File: src/rtl/tti_pkg.sv
// ~~~~~~~~~~~~~~~~~~~~~~~~~~~~~~~~~~~~~~~~~~~~~~~~~~~~~~~~~~~~~~~~~~~~~~~~~~~
// Shared widths, register map and types of the TTI. Queue index n matches
// bit n of the RESET register and of the STATUS flags.
// ~~~~~~~~~~~~~~~~~~~~~~~~~~~~~~~~~~~~~~~~~~~~~~~~~~~~~~~~~~~~~~~~~~~~~~~~~~~
`default_nettype none

package tti_pkg;

    localparam int DATA_W      = 32;
    localparam int QUEUE_DEPTH = 8;
    localparam int LEVEL_W     = 4;
    localparam int PTR_W       = $clog2(QUEUE_DEPTH);
    localparam int ADDR_W      = 3;
    localparam int LEN_W       = 16;
    localparam int NUM_QUEUES  = 4;

    // Register word indices
    localparam logic [ADDR_W-1:0] ADDR_TX_DESC = 3'd0;
    localparam logic [ADDR_W-1:0] ADDR_TX_DATA = 3'd1;
    localparam logic [ADDR_W-1:0] ADDR_RX_DESC = 3'd2;
    localparam logic [ADDR_W-1:0] ADDR_RX_DATA = 3'd3;
    localparam logic [ADDR_W-1:0] ADDR_THLD    = 3'd4;
    localparam logic [ADDR_W-1:0] ADDR_RESET   = 3'd5;
    localparam logic [ADDR_W-1:0] ADDR_STATUS  = 3'd6;

    // Queue indices for flush, levels and flags
    localparam int Q_TX_DESC = 0;
    localparam int Q_TX_DATA = 1;
    localparam int Q_RX_DESC = 2;
    localparam int Q_RX_DATA = 3;

    localparam logic [LEVEL_W-1:0] THLD_RESET = 4'd1;

    typedef struct packed {
        logic [ADDR_W-1:0] addr;
        logic              write;
        logic [DATA_W-1:0] wdata;
    } tti_csr_req_t;

    typedef struct packed {
        logic [DATA_W-1:0] rdata;
        logic              error;
    } tti_csr_rsp_t;

    typedef struct packed {
        logic [7:0]       cmd;
        logic [7:0]       reserved;
        logic [LEN_W-1:0] len;
    } tti_desc_t;

    // Software sees the raw word, the transfer port sees the fields
    typedef union packed {
        logic [DATA_W-1:0] raw;
        tti_desc_t         fields;
    } tti_desc_u;

    typedef struct packed {
        logic [LEVEL_W-1:0] tx_desc;
        logic [LEVEL_W-1:0] tx_data;
        logic [LEVEL_W-1:0] rx_desc;
        logic [LEVEL_W-1:0] rx_data;
    } tti_thld_t;

    typedef struct packed {
        logic [DATA_W-1:0] data;
        logic [7:0]        cmd;
        logic              last;
    } tti_beat_t;

endpackage

`default_nettype wire

File: src/rtl/tti_csr.sv
// ~~~~~~~~~~~~~~~~~~~~~~~~~~~~~~~~~~~~~~~~~~~~~~~~~~~~~~~~~~~~~~~~~~~~~~~~~~~
// Response follows acceptance by one cycle with no back-pressure. TX writes
// to a full queue and any access during a flush are held off.
// ~~~~~~~~~~~~~~~~~~~~~~~~~~~~~~~~~~~~~~~~~~~~~~~~~~~~~~~~~~~~~~~~~~~~~~~~~~~
`timescale 1ns/1ns
`default_nettype none

module tti_csr (
    input  wire logic                   clk_i,
    input  wire logic                   rst_ni,
    input  wire tti_pkg::tti_csr_req_t  csr_req_i,
    input  wire logic                   csr_req_valid_i,
    output logic                        csr_req_ready_o,
    output tti_pkg::tti_csr_rsp_t       csr_rsp_o,
    output logic                        csr_rsp_valid_o,
    output logic                        tx_desc_push_o,
    output logic                        tx_data_push_o,
    output logic [tti_pkg::DATA_W-1:0]  tx_wdata_o,
    input  wire logic                   tx_desc_full_i,
    input  wire logic                   tx_data_full_i,
    output logic                        rx_desc_pop_o,
    output logic                        rx_data_pop_o,
    input  wire logic [tti_pkg::DATA_W-1:0] rx_desc_i,
    input  wire logic [tti_pkg::DATA_W-1:0] rx_data_i,
    input  wire logic                   rx_desc_valid_i,
    input  wire logic                   rx_data_valid_i,
    input  wire logic [tti_pkg::NUM_QUEUES-1:0][tti_pkg::LEVEL_W-1:0] levels_i,
    input  wire logic [tti_pkg::NUM_QUEUES-1:0] thld_flags_i,
    output tti_pkg::tti_thld_t          thld_o,
    output logic [tti_pkg::NUM_QUEUES-1:0] flush_o
);

    import tti_pkg::*;

    tti_thld_t              thld_q;
    logic [NUM_QUEUES-1:0]  flush_q;
    tti_csr_rsp_t           rsp_d;
    tti_csr_rsp_t           rsp_q;
    logic                   rsp_valid_q;
    logic                   tx_full_stall;
    logic                   accept;
    logic                   wr_acc;
    logic                   rd_acc;

    assign tx_full_stall = csr_req_i.write &&
        ((csr_req_i.addr == ADDR_TX_DESC && tx_desc_full_i) ||
         (csr_req_i.addr == ADDR_TX_DATA && tx_data_full_i));

    // Hold off requests while a flush completes
    assign csr_req_ready_o = !tx_full_stall && (flush_q == '0);
    assign accept          = csr_req_valid_i && csr_req_ready_o;
    assign wr_acc          = accept && csr_req_i.write;
    assign rd_acc          = accept && !csr_req_i.write;

    assign tx_desc_push_o = wr_acc && (csr_req_i.addr == ADDR_TX_DESC);
    assign tx_data_push_o = wr_acc && (csr_req_i.addr == ADDR_TX_DATA);
    assign tx_wdata_o     = csr_req_i.wdata;
    assign rx_desc_pop_o  = rd_acc && (csr_req_i.addr == ADDR_RX_DESC) && rx_desc_valid_i;
    assign rx_data_pop_o  = rd_acc && (csr_req_i.addr == ADDR_RX_DATA) && rx_data_valid_i;

    always_comb begin
        rsp_d = '0;
        case (csr_req_i.addr)
            ADDR_TX_DESC, ADDR_TX_DATA: rsp_d.error = !csr_req_i.write;
            ADDR_RX_DESC: begin
                rsp_d.error = csr_req_i.write || !rx_desc_valid_i;
                rsp_d.rdata = rsp_d.error ? '0 : rx_desc_i;
            end
            ADDR_RX_DATA: begin
                rsp_d.error = csr_req_i.write || !rx_data_valid_i;
                rsp_d.rdata = rsp_d.error ? '0 : rx_data_i;
            end
            ADDR_THLD:    rsp_d.rdata = DATA_W'(thld_q);
            ADDR_RESET:   rsp_d.rdata = '0;
            ADDR_STATUS: begin
                rsp_d.error = csr_req_i.write;
                rsp_d.rdata = csr_req_i.write ? '0 : DATA_W'({levels_i, thld_flags_i});
            end
            default:      rsp_d.error = 1'b1;
        endcase
    end

    always_ff @(posedge clk_i or negedge rst_ni) begin
        if (!rst_ni) begin
            rsp_valid_q <= 1'b0;
            flush_q     <= '0;
            thld_q      <= '{THLD_RESET, THLD_RESET, THLD_RESET, THLD_RESET};
        end else begin
            rsp_valid_q <= accept;
            // Self-clearing, one cycle wide
            flush_q <= (wr_acc && csr_req_i.addr == ADDR_RESET) ?
                       csr_req_i.wdata[NUM_QUEUES-1:0] : '0;
            if (wr_acc && csr_req_i.addr == ADDR_THLD) begin
                thld_q <= csr_req_i.wdata[$bits(tti_thld_t)-1:0];
            end
        end
    end

    always_ff @(posedge clk_i) begin
        if (accept) begin
            rsp_q <= rsp_d;
        end
    end

    assign csr_rsp_o       = rsp_q;
    assign csr_rsp_valid_o = rsp_valid_q;
    assign thld_o          = thld_q;
    assign flush_o         = flush_q;

endmodule

`default_nettype wire

File: src/rtl/tti_queue.sv
// ~~~~~~~~~~~~~~~~~~~~~~~~~~~~~~~~~~~~~~~~~~~~~~~~~~~~~~~~~~~~~~~~~~~~~~~~~~~
// Push into a full queue or pop from an empty one is ignored. Flush wins
// over push and pop in the same cycle.
// ~~~~~~~~~~~~~~~~~~~~~~~~~~~~~~~~~~~~~~~~~~~~~~~~~~~~~~~~~~~~~~~~~~~~~~~~~~~
`timescale 1ns/1ns
`default_nettype none

module tti_queue (
    input  wire logic                         clk_i,
    input  wire logic                         rst_ni,
    input  wire logic                         flush_i,
    input  wire logic                         push_i,
    input  wire logic [tti_pkg::DATA_W-1:0]   data_i,
    output logic                              full_o,
    input  wire logic                         pop_i,
    output logic [tti_pkg::DATA_W-1:0]        data_o,
    output logic                              valid_o,
    output logic [tti_pkg::LEVEL_W-1:0]       level_o,
    input  wire logic [tti_pkg::LEVEL_W-1:0]  thld_i,
    output logic                              thld_o
);

    import tti_pkg::*;

    logic [DATA_W-1:0]  mem_q [QUEUE_DEPTH];
    logic [PTR_W-1:0]   wr_ptr_q;
    logic [PTR_W-1:0]   rd_ptr_q;
    logic [LEVEL_W-1:0] level_q;
    logic               do_push;
    logic               do_pop;

    assign full_o  = (level_q == LEVEL_W'(QUEUE_DEPTH));
    assign valid_o = (level_q != '0);
    assign do_push = push_i && !full_o;
    assign do_pop  = pop_i && valid_o;
    assign data_o  = mem_q[rd_ptr_q];
    assign level_o = level_q;
    assign thld_o  = (level_q >= thld_i);

    always_ff @(posedge clk_i or negedge rst_ni) begin
        if (!rst_ni) begin
            wr_ptr_q <= '0;
            rd_ptr_q <= '0;
            level_q  <= '0;
        end else if (flush_i) begin
            wr_ptr_q <= '0;
            rd_ptr_q <= '0;
            level_q  <= '0;
        end else begin
            if (do_push) begin
                wr_ptr_q <= wr_ptr_q + 1'b1;
            end
            if (do_pop) begin
                rd_ptr_q <= rd_ptr_q + 1'b1;
            end
            // Depth is a power of two, pointers wrap on their own
            case ({do_push, do_pop})
                2'b10:   level_q <= level_q + 1'b1;
                2'b01:   level_q <= level_q - 1'b1;
                default: level_q <= level_q;
            endcase
        end
    end

    always_ff @(posedge clk_i) begin
        if (do_push) begin
            mem_q[wr_ptr_q] <= data_i;
        end
    end

endmodule

`default_nettype wire

File: src/rtl/tti_top.sv
// ~~~~~~~~~~~~~~~~~~~~~~~~~~~~~~~~~~~~~~~~~~~~~~~~~~~~~~~~~~~~~~~~~~~~~~~~~~~
// I3C target transaction interface without IBI queue or interrupts.
// ~~~~~~~~~~~~~~~~~~~~~~~~~~~~~~~~~~~~~~~~~~~~~~~~~~~~~~~~~~~~~~~~~~~~~~~~~~~
`timescale 1ns/1ns
`default_nettype none

module tti_top (
    input  wire logic                   clk_i,
    input  wire logic                   rst_ni,
    input  wire tti_pkg::tti_csr_req_t  csr_req_i,
    input  wire logic                   csr_req_valid_i,
    output logic                        csr_req_ready_o,
    output tti_pkg::tti_csr_rsp_t       csr_rsp_o,
    output logic                        csr_rsp_valid_o,
    output tti_pkg::tti_beat_t          tx_beat_o,
    output logic                        tx_beat_valid_o,
    input  wire logic                   tx_beat_ready_i,
    input  wire tti_pkg::tti_beat_t     rx_beat_i,
    input  wire logic                   rx_beat_valid_i,
    output logic                        rx_beat_ready_o
);

    import tti_pkg::*;

    logic [DATA_W-1:0]                  tx_wdata;
    logic [DATA_W-1:0]                  tx_data_head;
    logic [DATA_W-1:0]                  rx_desc_head;
    logic [DATA_W-1:0]                  rx_data_head;
    tti_desc_u                          tx_desc_head;
    tti_desc_u                          rx_desc;
    tti_thld_t                          thld;
    logic [NUM_QUEUES-1:0]              flush;
    logic [NUM_QUEUES-1:0]              push;
    logic [NUM_QUEUES-1:0]              pop;
    logic [NUM_QUEUES-1:0]              full;
    logic [NUM_QUEUES-1:0]              valid;
    logic [NUM_QUEUES-1:0]              flags;
    logic [NUM_QUEUES-1:0][LEVEL_W-1:0] levels;

    tti_csr u_csr (
        .clk_i, .rst_ni, .csr_req_i, .csr_req_valid_i, .csr_req_ready_o,
        .csr_rsp_o, .csr_rsp_valid_o,
        .tx_desc_push_o (push[Q_TX_DESC]),  .tx_data_push_o (push[Q_TX_DATA]),
        .tx_wdata_o     (tx_wdata),
        .tx_desc_full_i (full[Q_TX_DESC]),  .tx_data_full_i (full[Q_TX_DATA]),
        .rx_desc_pop_o  (pop[Q_RX_DESC]),   .rx_data_pop_o  (pop[Q_RX_DATA]),
        .rx_desc_i      (rx_desc_head),     .rx_data_i      (rx_data_head),
        .rx_desc_valid_i(valid[Q_RX_DESC]), .rx_data_valid_i(valid[Q_RX_DATA]),
        .levels_i       (levels),           .thld_flags_i   (flags),
        .thld_o         (thld),             .flush_o        (flush)
    );

    tti_queue u_tx_desc_q (
        .clk_i, .rst_ni, .flush_i(flush[Q_TX_DESC]),
        .push_i(push[Q_TX_DESC]), .data_i(tx_wdata), .full_o(full[Q_TX_DESC]),
        .pop_i(pop[Q_TX_DESC]), .data_o(tx_desc_head), .valid_o(valid[Q_TX_DESC]),
        .level_o(levels[Q_TX_DESC]), .thld_i(thld.tx_desc), .thld_o(flags[Q_TX_DESC])
    );

    tti_queue u_tx_data_q (
        .clk_i, .rst_ni, .flush_i(flush[Q_TX_DATA]),
        .push_i(push[Q_TX_DATA]), .data_i(tx_wdata), .full_o(full[Q_TX_DATA]),
        .pop_i(pop[Q_TX_DATA]), .data_o(tx_data_head), .valid_o(valid[Q_TX_DATA]),
        .level_o(levels[Q_TX_DATA]), .thld_i(thld.tx_data), .thld_o(flags[Q_TX_DATA])
    );

    tti_queue u_rx_desc_q (
        .clk_i, .rst_ni, .flush_i(flush[Q_RX_DESC]),
        .push_i(push[Q_RX_DESC]), .data_i(rx_desc), .full_o(full[Q_RX_DESC]),
        .pop_i(pop[Q_RX_DESC]), .data_o(rx_desc_head), .valid_o(valid[Q_RX_DESC]),
        .level_o(levels[Q_RX_DESC]), .thld_i(thld.rx_desc), .thld_o(flags[Q_RX_DESC])
    );

    tti_queue u_rx_data_q (
        .clk_i, .rst_ni, .flush_i(flush[Q_RX_DATA]),
        .push_i(push[Q_RX_DATA]), .data_i(rx_beat_i.data), .full_o(full[Q_RX_DATA]),
        .pop_i(pop[Q_RX_DATA]), .data_o(rx_data_head), .valid_o(valid[Q_RX_DATA]),
        .level_o(levels[Q_RX_DATA]), .thld_i(thld.rx_data), .thld_o(flags[Q_RX_DATA])
    );

    tti_xfer_port u_xfer_port (
        .clk_i, .rst_ni,
        .tx_desc_i      (tx_desc_head),  .tx_desc_valid_i(valid[Q_TX_DESC]),
        .tx_desc_pop_o  (pop[Q_TX_DESC]),
        .tx_data_i      (tx_data_head),  .tx_data_valid_i(valid[Q_TX_DATA]),
        .tx_data_pop_o  (pop[Q_TX_DATA]),
        .tx_beat_o, .tx_beat_valid_o, .tx_beat_ready_i,
        .rx_beat_i, .rx_beat_valid_i, .rx_beat_ready_o,
        .rx_data_push_o (push[Q_RX_DATA]), .rx_data_full_i(full[Q_RX_DATA]),
        .rx_desc_push_o (push[Q_RX_DESC]), .rx_desc_o     (rx_desc),
        .rx_desc_full_i (full[Q_RX_DESC])
    );

endmodule

`default_nettype wire

File: src/rtl/tti_xfer_port.sv
// ~~~~~~~~~~~~~~~~~~~~~~~~~~~~~~~~~~~~~~~~~~~~~~~~~~~~~~~~~~~~~~~~~~~~~~~~~~~
// TX beats need the descriptor and a data word at the queue heads. A zero
// length descriptor is dropped. RX descriptors are pushed with the last beat.
// ~~~~~~~~~~~~~~~~~~~~~~~~~~~~~~~~~~~~~~~~~~~~~~~~~~~~~~~~~~~~~~~~~~~~~~~~~~~
`timescale 1ns/1ns
`default_nettype none

module tti_xfer_port (
    input  wire logic                        clk_i,
    input  wire logic                        rst_ni,
    input  wire tti_pkg::tti_desc_u          tx_desc_i,
    input  wire logic                        tx_desc_valid_i,
    output logic                             tx_desc_pop_o,
    input  wire logic [tti_pkg::DATA_W-1:0]  tx_data_i,
    input  wire logic                        tx_data_valid_i,
    output logic                             tx_data_pop_o,
    output tti_pkg::tti_beat_t               tx_beat_o,
    output logic                             tx_beat_valid_o,
    input  wire logic                        tx_beat_ready_i,
    input  wire tti_pkg::tti_beat_t          rx_beat_i,
    input  wire logic                        rx_beat_valid_i,
    output logic                             rx_beat_ready_o,
    output logic                             rx_data_push_o,
    input  wire logic                        rx_data_full_i,
    output logic                             rx_desc_push_o,
    output tti_pkg::tti_desc_u               rx_desc_o,
    input  wire logic                        rx_desc_full_i
);

    import tti_pkg::*;

    logic             tx_busy_q;
    logic [LEN_W-1:0] tx_rem_q;
    logic [LEN_W-1:0] tx_rem;
    logic             tx_last;
    logic             tx_fire;
    logic             tx_drop;
    logic [LEN_W-1:0] rx_cnt_q;
    logic             rx_fire;

    // Words left in the current descriptor, taken from len when idle
    assign tx_rem  = tx_busy_q ? tx_rem_q : tx_desc_i.fields.len;
    assign tx_last = (tx_rem == LEN_W'(1));
    assign tx_drop = tx_desc_valid_i && !tx_busy_q && (tx_rem == '0);

    assign tx_beat_valid_o = tx_desc_valid_i && tx_data_valid_i && (tx_rem != '0);
    assign tx_fire         = tx_beat_valid_o && tx_beat_ready_i;
    assign tx_data_pop_o   = tx_fire;
    assign tx_desc_pop_o   = (tx_fire && tx_last) || tx_drop;

    assign tx_beat_o = '{data: tx_data_i, cmd: tx_desc_i.fields.cmd, last: tx_last};

    always_ff @(posedge clk_i or negedge rst_ni) begin
        if (!rst_ni) begin
            tx_busy_q <= 1'b0;
            tx_rem_q  <= '0;
        end else if (tx_fire) begin
            tx_busy_q <= !tx_last;
            tx_rem_q  <= tx_rem - 1'b1;
        end
    end

    // A last beat also needs room for its descriptor
    assign rx_beat_ready_o = !rx_data_full_i && !(rx_beat_i.last && rx_desc_full_i);
    assign rx_fire         = rx_beat_valid_i && rx_beat_ready_o;
    assign rx_data_push_o  = rx_fire;
    assign rx_desc_push_o  = rx_fire && rx_beat_i.last;

    always_comb begin
        rx_desc_o.fields = '{
            cmd:      rx_beat_i.cmd,
            reserved: 8'h00,
            len:      rx_cnt_q + 1'b1
        };
    end

    always_ff @(posedge clk_i or negedge rst_ni) begin
        if (!rst_ni) begin
            rx_cnt_q <= '0;
        end else if (rx_fire) begin
            rx_cnt_q <= rx_beat_i.last ? '0 : rx_cnt_q + 1'b1;
        end
    end

endmodule

`default_nettype wire

File: config.mk
export PLATFORM = sky130hd
export DESIGN_NAME = tti_top
export DESIGN_NICKNAME = d
export VERILOG_FILES = /design/src/rtl/tti_pkg.sv /design/src/rtl/tti_csr.sv /design/src/rtl/tti_queue.sv /design/src/rtl/tti_top.sv /design/src/rtl/tti_xfer_port.sv
export SDC_FILE = /design/constraint.sdc
export NUM_CORES = 1
export LEC_CHECK = 0
export BUFFER_PORTS_ARGS = -buffer_cell sky130_fd_sc_hd__buf_2
export CAP_MARGIN = 20
export CELL_PAD_IN_SITES_DETAIL_PLACEMENT = 0
export CELL_PAD_IN_SITES_GLOBAL_PLACEMENT = 2
export CORE_MARGIN = 2
export CORE_UTILIZATION = 39
export DETAILED_ROUTE_END_ITERATION = 6
export PLACE_DENSITY = 0.76
export SKIP_CTS_REPAIR_TIMING = 1
export SYNTH_ARGS = -nofsm -noshare
export SYNTH_HDL_FRONTEND = slang
export SYNTH_SLANG_ARGS = --single-unit
File: constraint.sdc
create_clock -name clk_i -period 5.2 [get_ports clk_i]
set_clock_uncertainty 0.15 [all_clocks]
set_input_delay 0.52 -clock clk_i [delete_from_list [all_inputs] [get_ports clk_i]]
set_output_delay 0.52 -clock clk_i [all_outputs]
set_load 0.005 [all_outputs]
==> flow_metrics.env <==
export IMPL_numCtsBuffers=104
export IMPL_drtPass1Iterations=5
export IMPL_cp_top_family="multiplexers"
export IMPL_end_kind="flip-flop"
export IMPL_critPathBufInv=2
export IMPL_grt_max_degree=63
export IMPL_setup_slack_ns=0.499
export IMPL_async_reset_ff_share_pct=9.19
export IMPL_multi_input_area_um2=10100
export IMPL_rows=118
export IMPL_fin_hold_ws_ns=-0.00228
export IMPL_synth_edf_count=929
export IMPL_seq_area_um2=30300
export IMPL_vdd_ir_drop_max_uv=334
export IMPL_outcome="finished, violations left"
export IMPL_area_delta_synth_final_pct=16.3
export IMPL_critPathMaxStageDelay_ns=0.58
export IMPL_cpMaxStageDelayCell="mux4_2"
export IMPL_period_minus_slack_ns=4.70
export IMPL_cap_violations=0
export IMPL_tightest_slew_ns=1.12
export IMPL_setup_worst_path_start_class="flip-flop"
export IMPL_power_mw=22.6
export IMPL_ant_nets=0
export IMPL_syn_nets=2211
export IMPL_first_iter_violations=1526
export IMPL_hp_start="rx_beat_i[31]"
export IMPL_drive_gt1_share_pct=28.5
export IMPL_antenna_found_initial=20
export IMPL_holdPathStages=1
export IMPL_final_util_pct=45.7
export IMPL_syn_inst=2089
export IMPL_arrival_ns=5.03
export IMPL_drv_slew=0
export IMPL_fmax_ghz=0.213
export IMPL_wl_per_cell_um=24.3
export IMPL_cts_tree="done"
export IMPL_die_area_um2=107000
export IMPL_grt_total_usage_pct=17.2
export IMPL_whs_endpoint="u_rx_data_q.mem_q[3][22]"
export IMPL_post_route_period_util_pct=90.4
export IMPL_worstSetupPathType="flip-flop to flip-flop"
export IMPL_io_buffers=159
export IMPL_p_leak_nw=15.7
export IMPL_via_per_inst=5.30
export IMPL_wl_mm=93.1
export IMPL_clk_pin_slew_ns=0.06
export IMPL_synth_area_um2=40700
export IMPL_syn_area_per_cell_um2=19.5
export IMPL_die_h_um=327
export IMPL_ys_warn_count=0
export IMPL_fin_nets=2485
export IMPL_r2r_slack_ns=0.50
export IMPL_synth_seq_cells=1023
export IMPL_dp_slack_ns=0.546
export IMPL_fillers=8731
export IMPL_synth_flop_cell="edfxtp_1"
export IMPL_synth_cell_types=65
export IMPL_cts_buffer_depth=3
export IMPL_reg2reg_depth=16
export IMPL_min_path_type="input port to flip-flop"
export IMPL_dpl_hpwl_mm=56.2
export IMPL_drc=0
export IMPL_cp_required_ns=5.53
export IMPL_rsz0062_at_grt="no"
export IMPL_grt_pass1_vias=21100
export IMPL_seq_area_frac_synth_pct=74.3
export IMPL_final_common_cell="edfxtp_1"
export IMPL_p_per_area_nw_per_um2=478
export IMPL_rr_startpoint="u_tx_desc_q.rd_ptr_q[0]"
export IMPL_cts_sinks=1023
export IMPL_io_pins=160
export IMPL_gr_total_overflow=0
export IMPL_rr_endpoint="u_tx_data_q.level_o[3]"
export IMPL_final_cell_mix="edfxtp_1 (929), mux4_2 (200), buf_2 (158)"
export IMPL_cts_root_buf="clkbuf_16"
export IMPL_core_area_um2=103000
export IMPL_tns_ns=0
export IMPL_slew_headroom_pct=24.4
export IMPL_finalSetupViolations=0
export IMPL_worstSkewPairLatency_ns=0.66
export IMPL_violations="hold timing"
export IMPL_path_max_fanout=31
export IMPL_start_util_pct=39.3
export IMPL_crit_cells=16
export IMPL_hold_violations=13
export IMPL_cp_cell_sequence="buf_4, mux4_2, mux2i_1, o21a_1, ha_1, o211ai_1, nor3_1, nand4_1, nand3_1, inv_1, ha_1, a21o_1, a21oi_1, a21oi_1, mux2i_1, o311ai_0"
export IMPL_gp_congestion=0.821
export IMPL_die_w_um=327
export IMPL_htreeDepth=3
export IMPL_grt_pass1_wl_mm=137
export IMPL_num_vias=20300
==> power breakdown <==
| group | leakage [nW] | switching (mW) | internal, mW |
|---|---|---|---|
| clock network | 1.63 | 3.05 | 4.18 |
| registers | 9.68 | 0.803 | 9.72 |
| logic | 4.41 | 2.43 | 2.44 |
| total | 15.7 | 6.28 | 16.3 |
==> routing by layer <==
metal / share of wire [%] / track usage [%] / vias up
met5: 0.096 / 0 / -
met4: 2.1 / 4.72 / 14
met3: 7.1 / 4.63 / 135
met2: 49 / 28.5 / 533
met1: 42 / 22.5 / 10600
li1: - / - / 9007
==> flip-flops by register name, indices dropped and copies added (netlist names), 4 cells and up <==
name	count
u_csr.csr_rsp_o	33
u_csr.flush_o	4
u_csr.thld_o	16
u_rx_data_q.level_o	4
u_rx_data_q.mem_q	256
u_rx_desc_q.level_o	4
u_rx_desc_q.mem_q	192
u_tx_data_q.level_o	4
u_tx_data_q.mem_q	256
u_tx_desc_q.level_o	4
u_tx_desc_q.mem_q	192
u_xfer_port.rx_cnt_q	16
u_xfer_port.tx_rem_q	16
==> kinds of logic after synthesis <==
logic type,Yosys count,share of synthesized area [%]
AND/OR/NAND/NOR,300,3.65
multiplexers,364,15.4
flip-flops,1023,74.3
adder cells (fa/ha/maj),40,1.30
buffers and inverters,128,1.34
AO/OA/AOI/OAI,183,2.91
XOR/XNOR,51,1.10
==> cell usage after synthesis (all sizes together) (13+ instances only) <==
master  instances  area share, %
inv            26           0.24
nand3          17           0.21
nor3           31           0.38
a21oi          24           0.30
a21o           13           0.24
clkbuf         63           0.58
buf            39           0.52
ha             36            1.1
mux4          202             11
and3           14           0.23
mux2           70            1.9
edfxtp        929             69
o21ai          57           0.70
xor2           25           0.54
nand2         111            1.0
nor3b          15           0.29
dfrtp          90            5.5
nor2           58           0.53
o22ai          23           0.35
nand2b         13           0.20
mux2i          92            2.3
xnor2          26           0.56
==> stage by stage <==
| step | std cells | cell area, um^2 |
|---|---|---|
| final | 3834 | 47300 |
| after global routing | 3829 | 47300 |
| after CTS | 3779 | 46800 |
| after detailed placement | 3590 | 43500 |
| after global placement | 3589 | 43500 |
| after floorplan | 2089 | 40700 |
==> layout make-up <==
class	count	area share (%)
diodes	8	0.0423
clock buffers	132	5.78
clock inverters	57	1.21
inverters	26	0.206
multi-input cells	938	21.4
flip-flops and latches	1023	63.9
well taps	1380	3.65
repair buffers	270	3.76
==> how the worst max path moves through the flow <==
stage | from | to | slack (ns)
after floorplan | u_rx_desc_q.level_o[0] | u_rx_data_q.mem_q[0][0] | 0.09
after global placement | u_tx_desc_q.rd_ptr_q[0] | u_tx_data_q.level_o[3] | 0.56
after detailed placement | u_tx_desc_q.rd_ptr_q[0] | u_tx_data_q.level_o[3] | 0.55
after CTS | u_tx_desc_q.rd_ptr_q[0] | u_tx_data_q.level_o[3] | 0.51
after global routing | u_tx_desc_q.rd_ptr_q[0] | u_tx_data_q.level_o[3] | 0.12
final | u_tx_desc_q.rd_ptr_q[0] | u_tx_data_q.level_o[3] | 0.50
No activity file was read; power rests on OpenSTA's default activity.
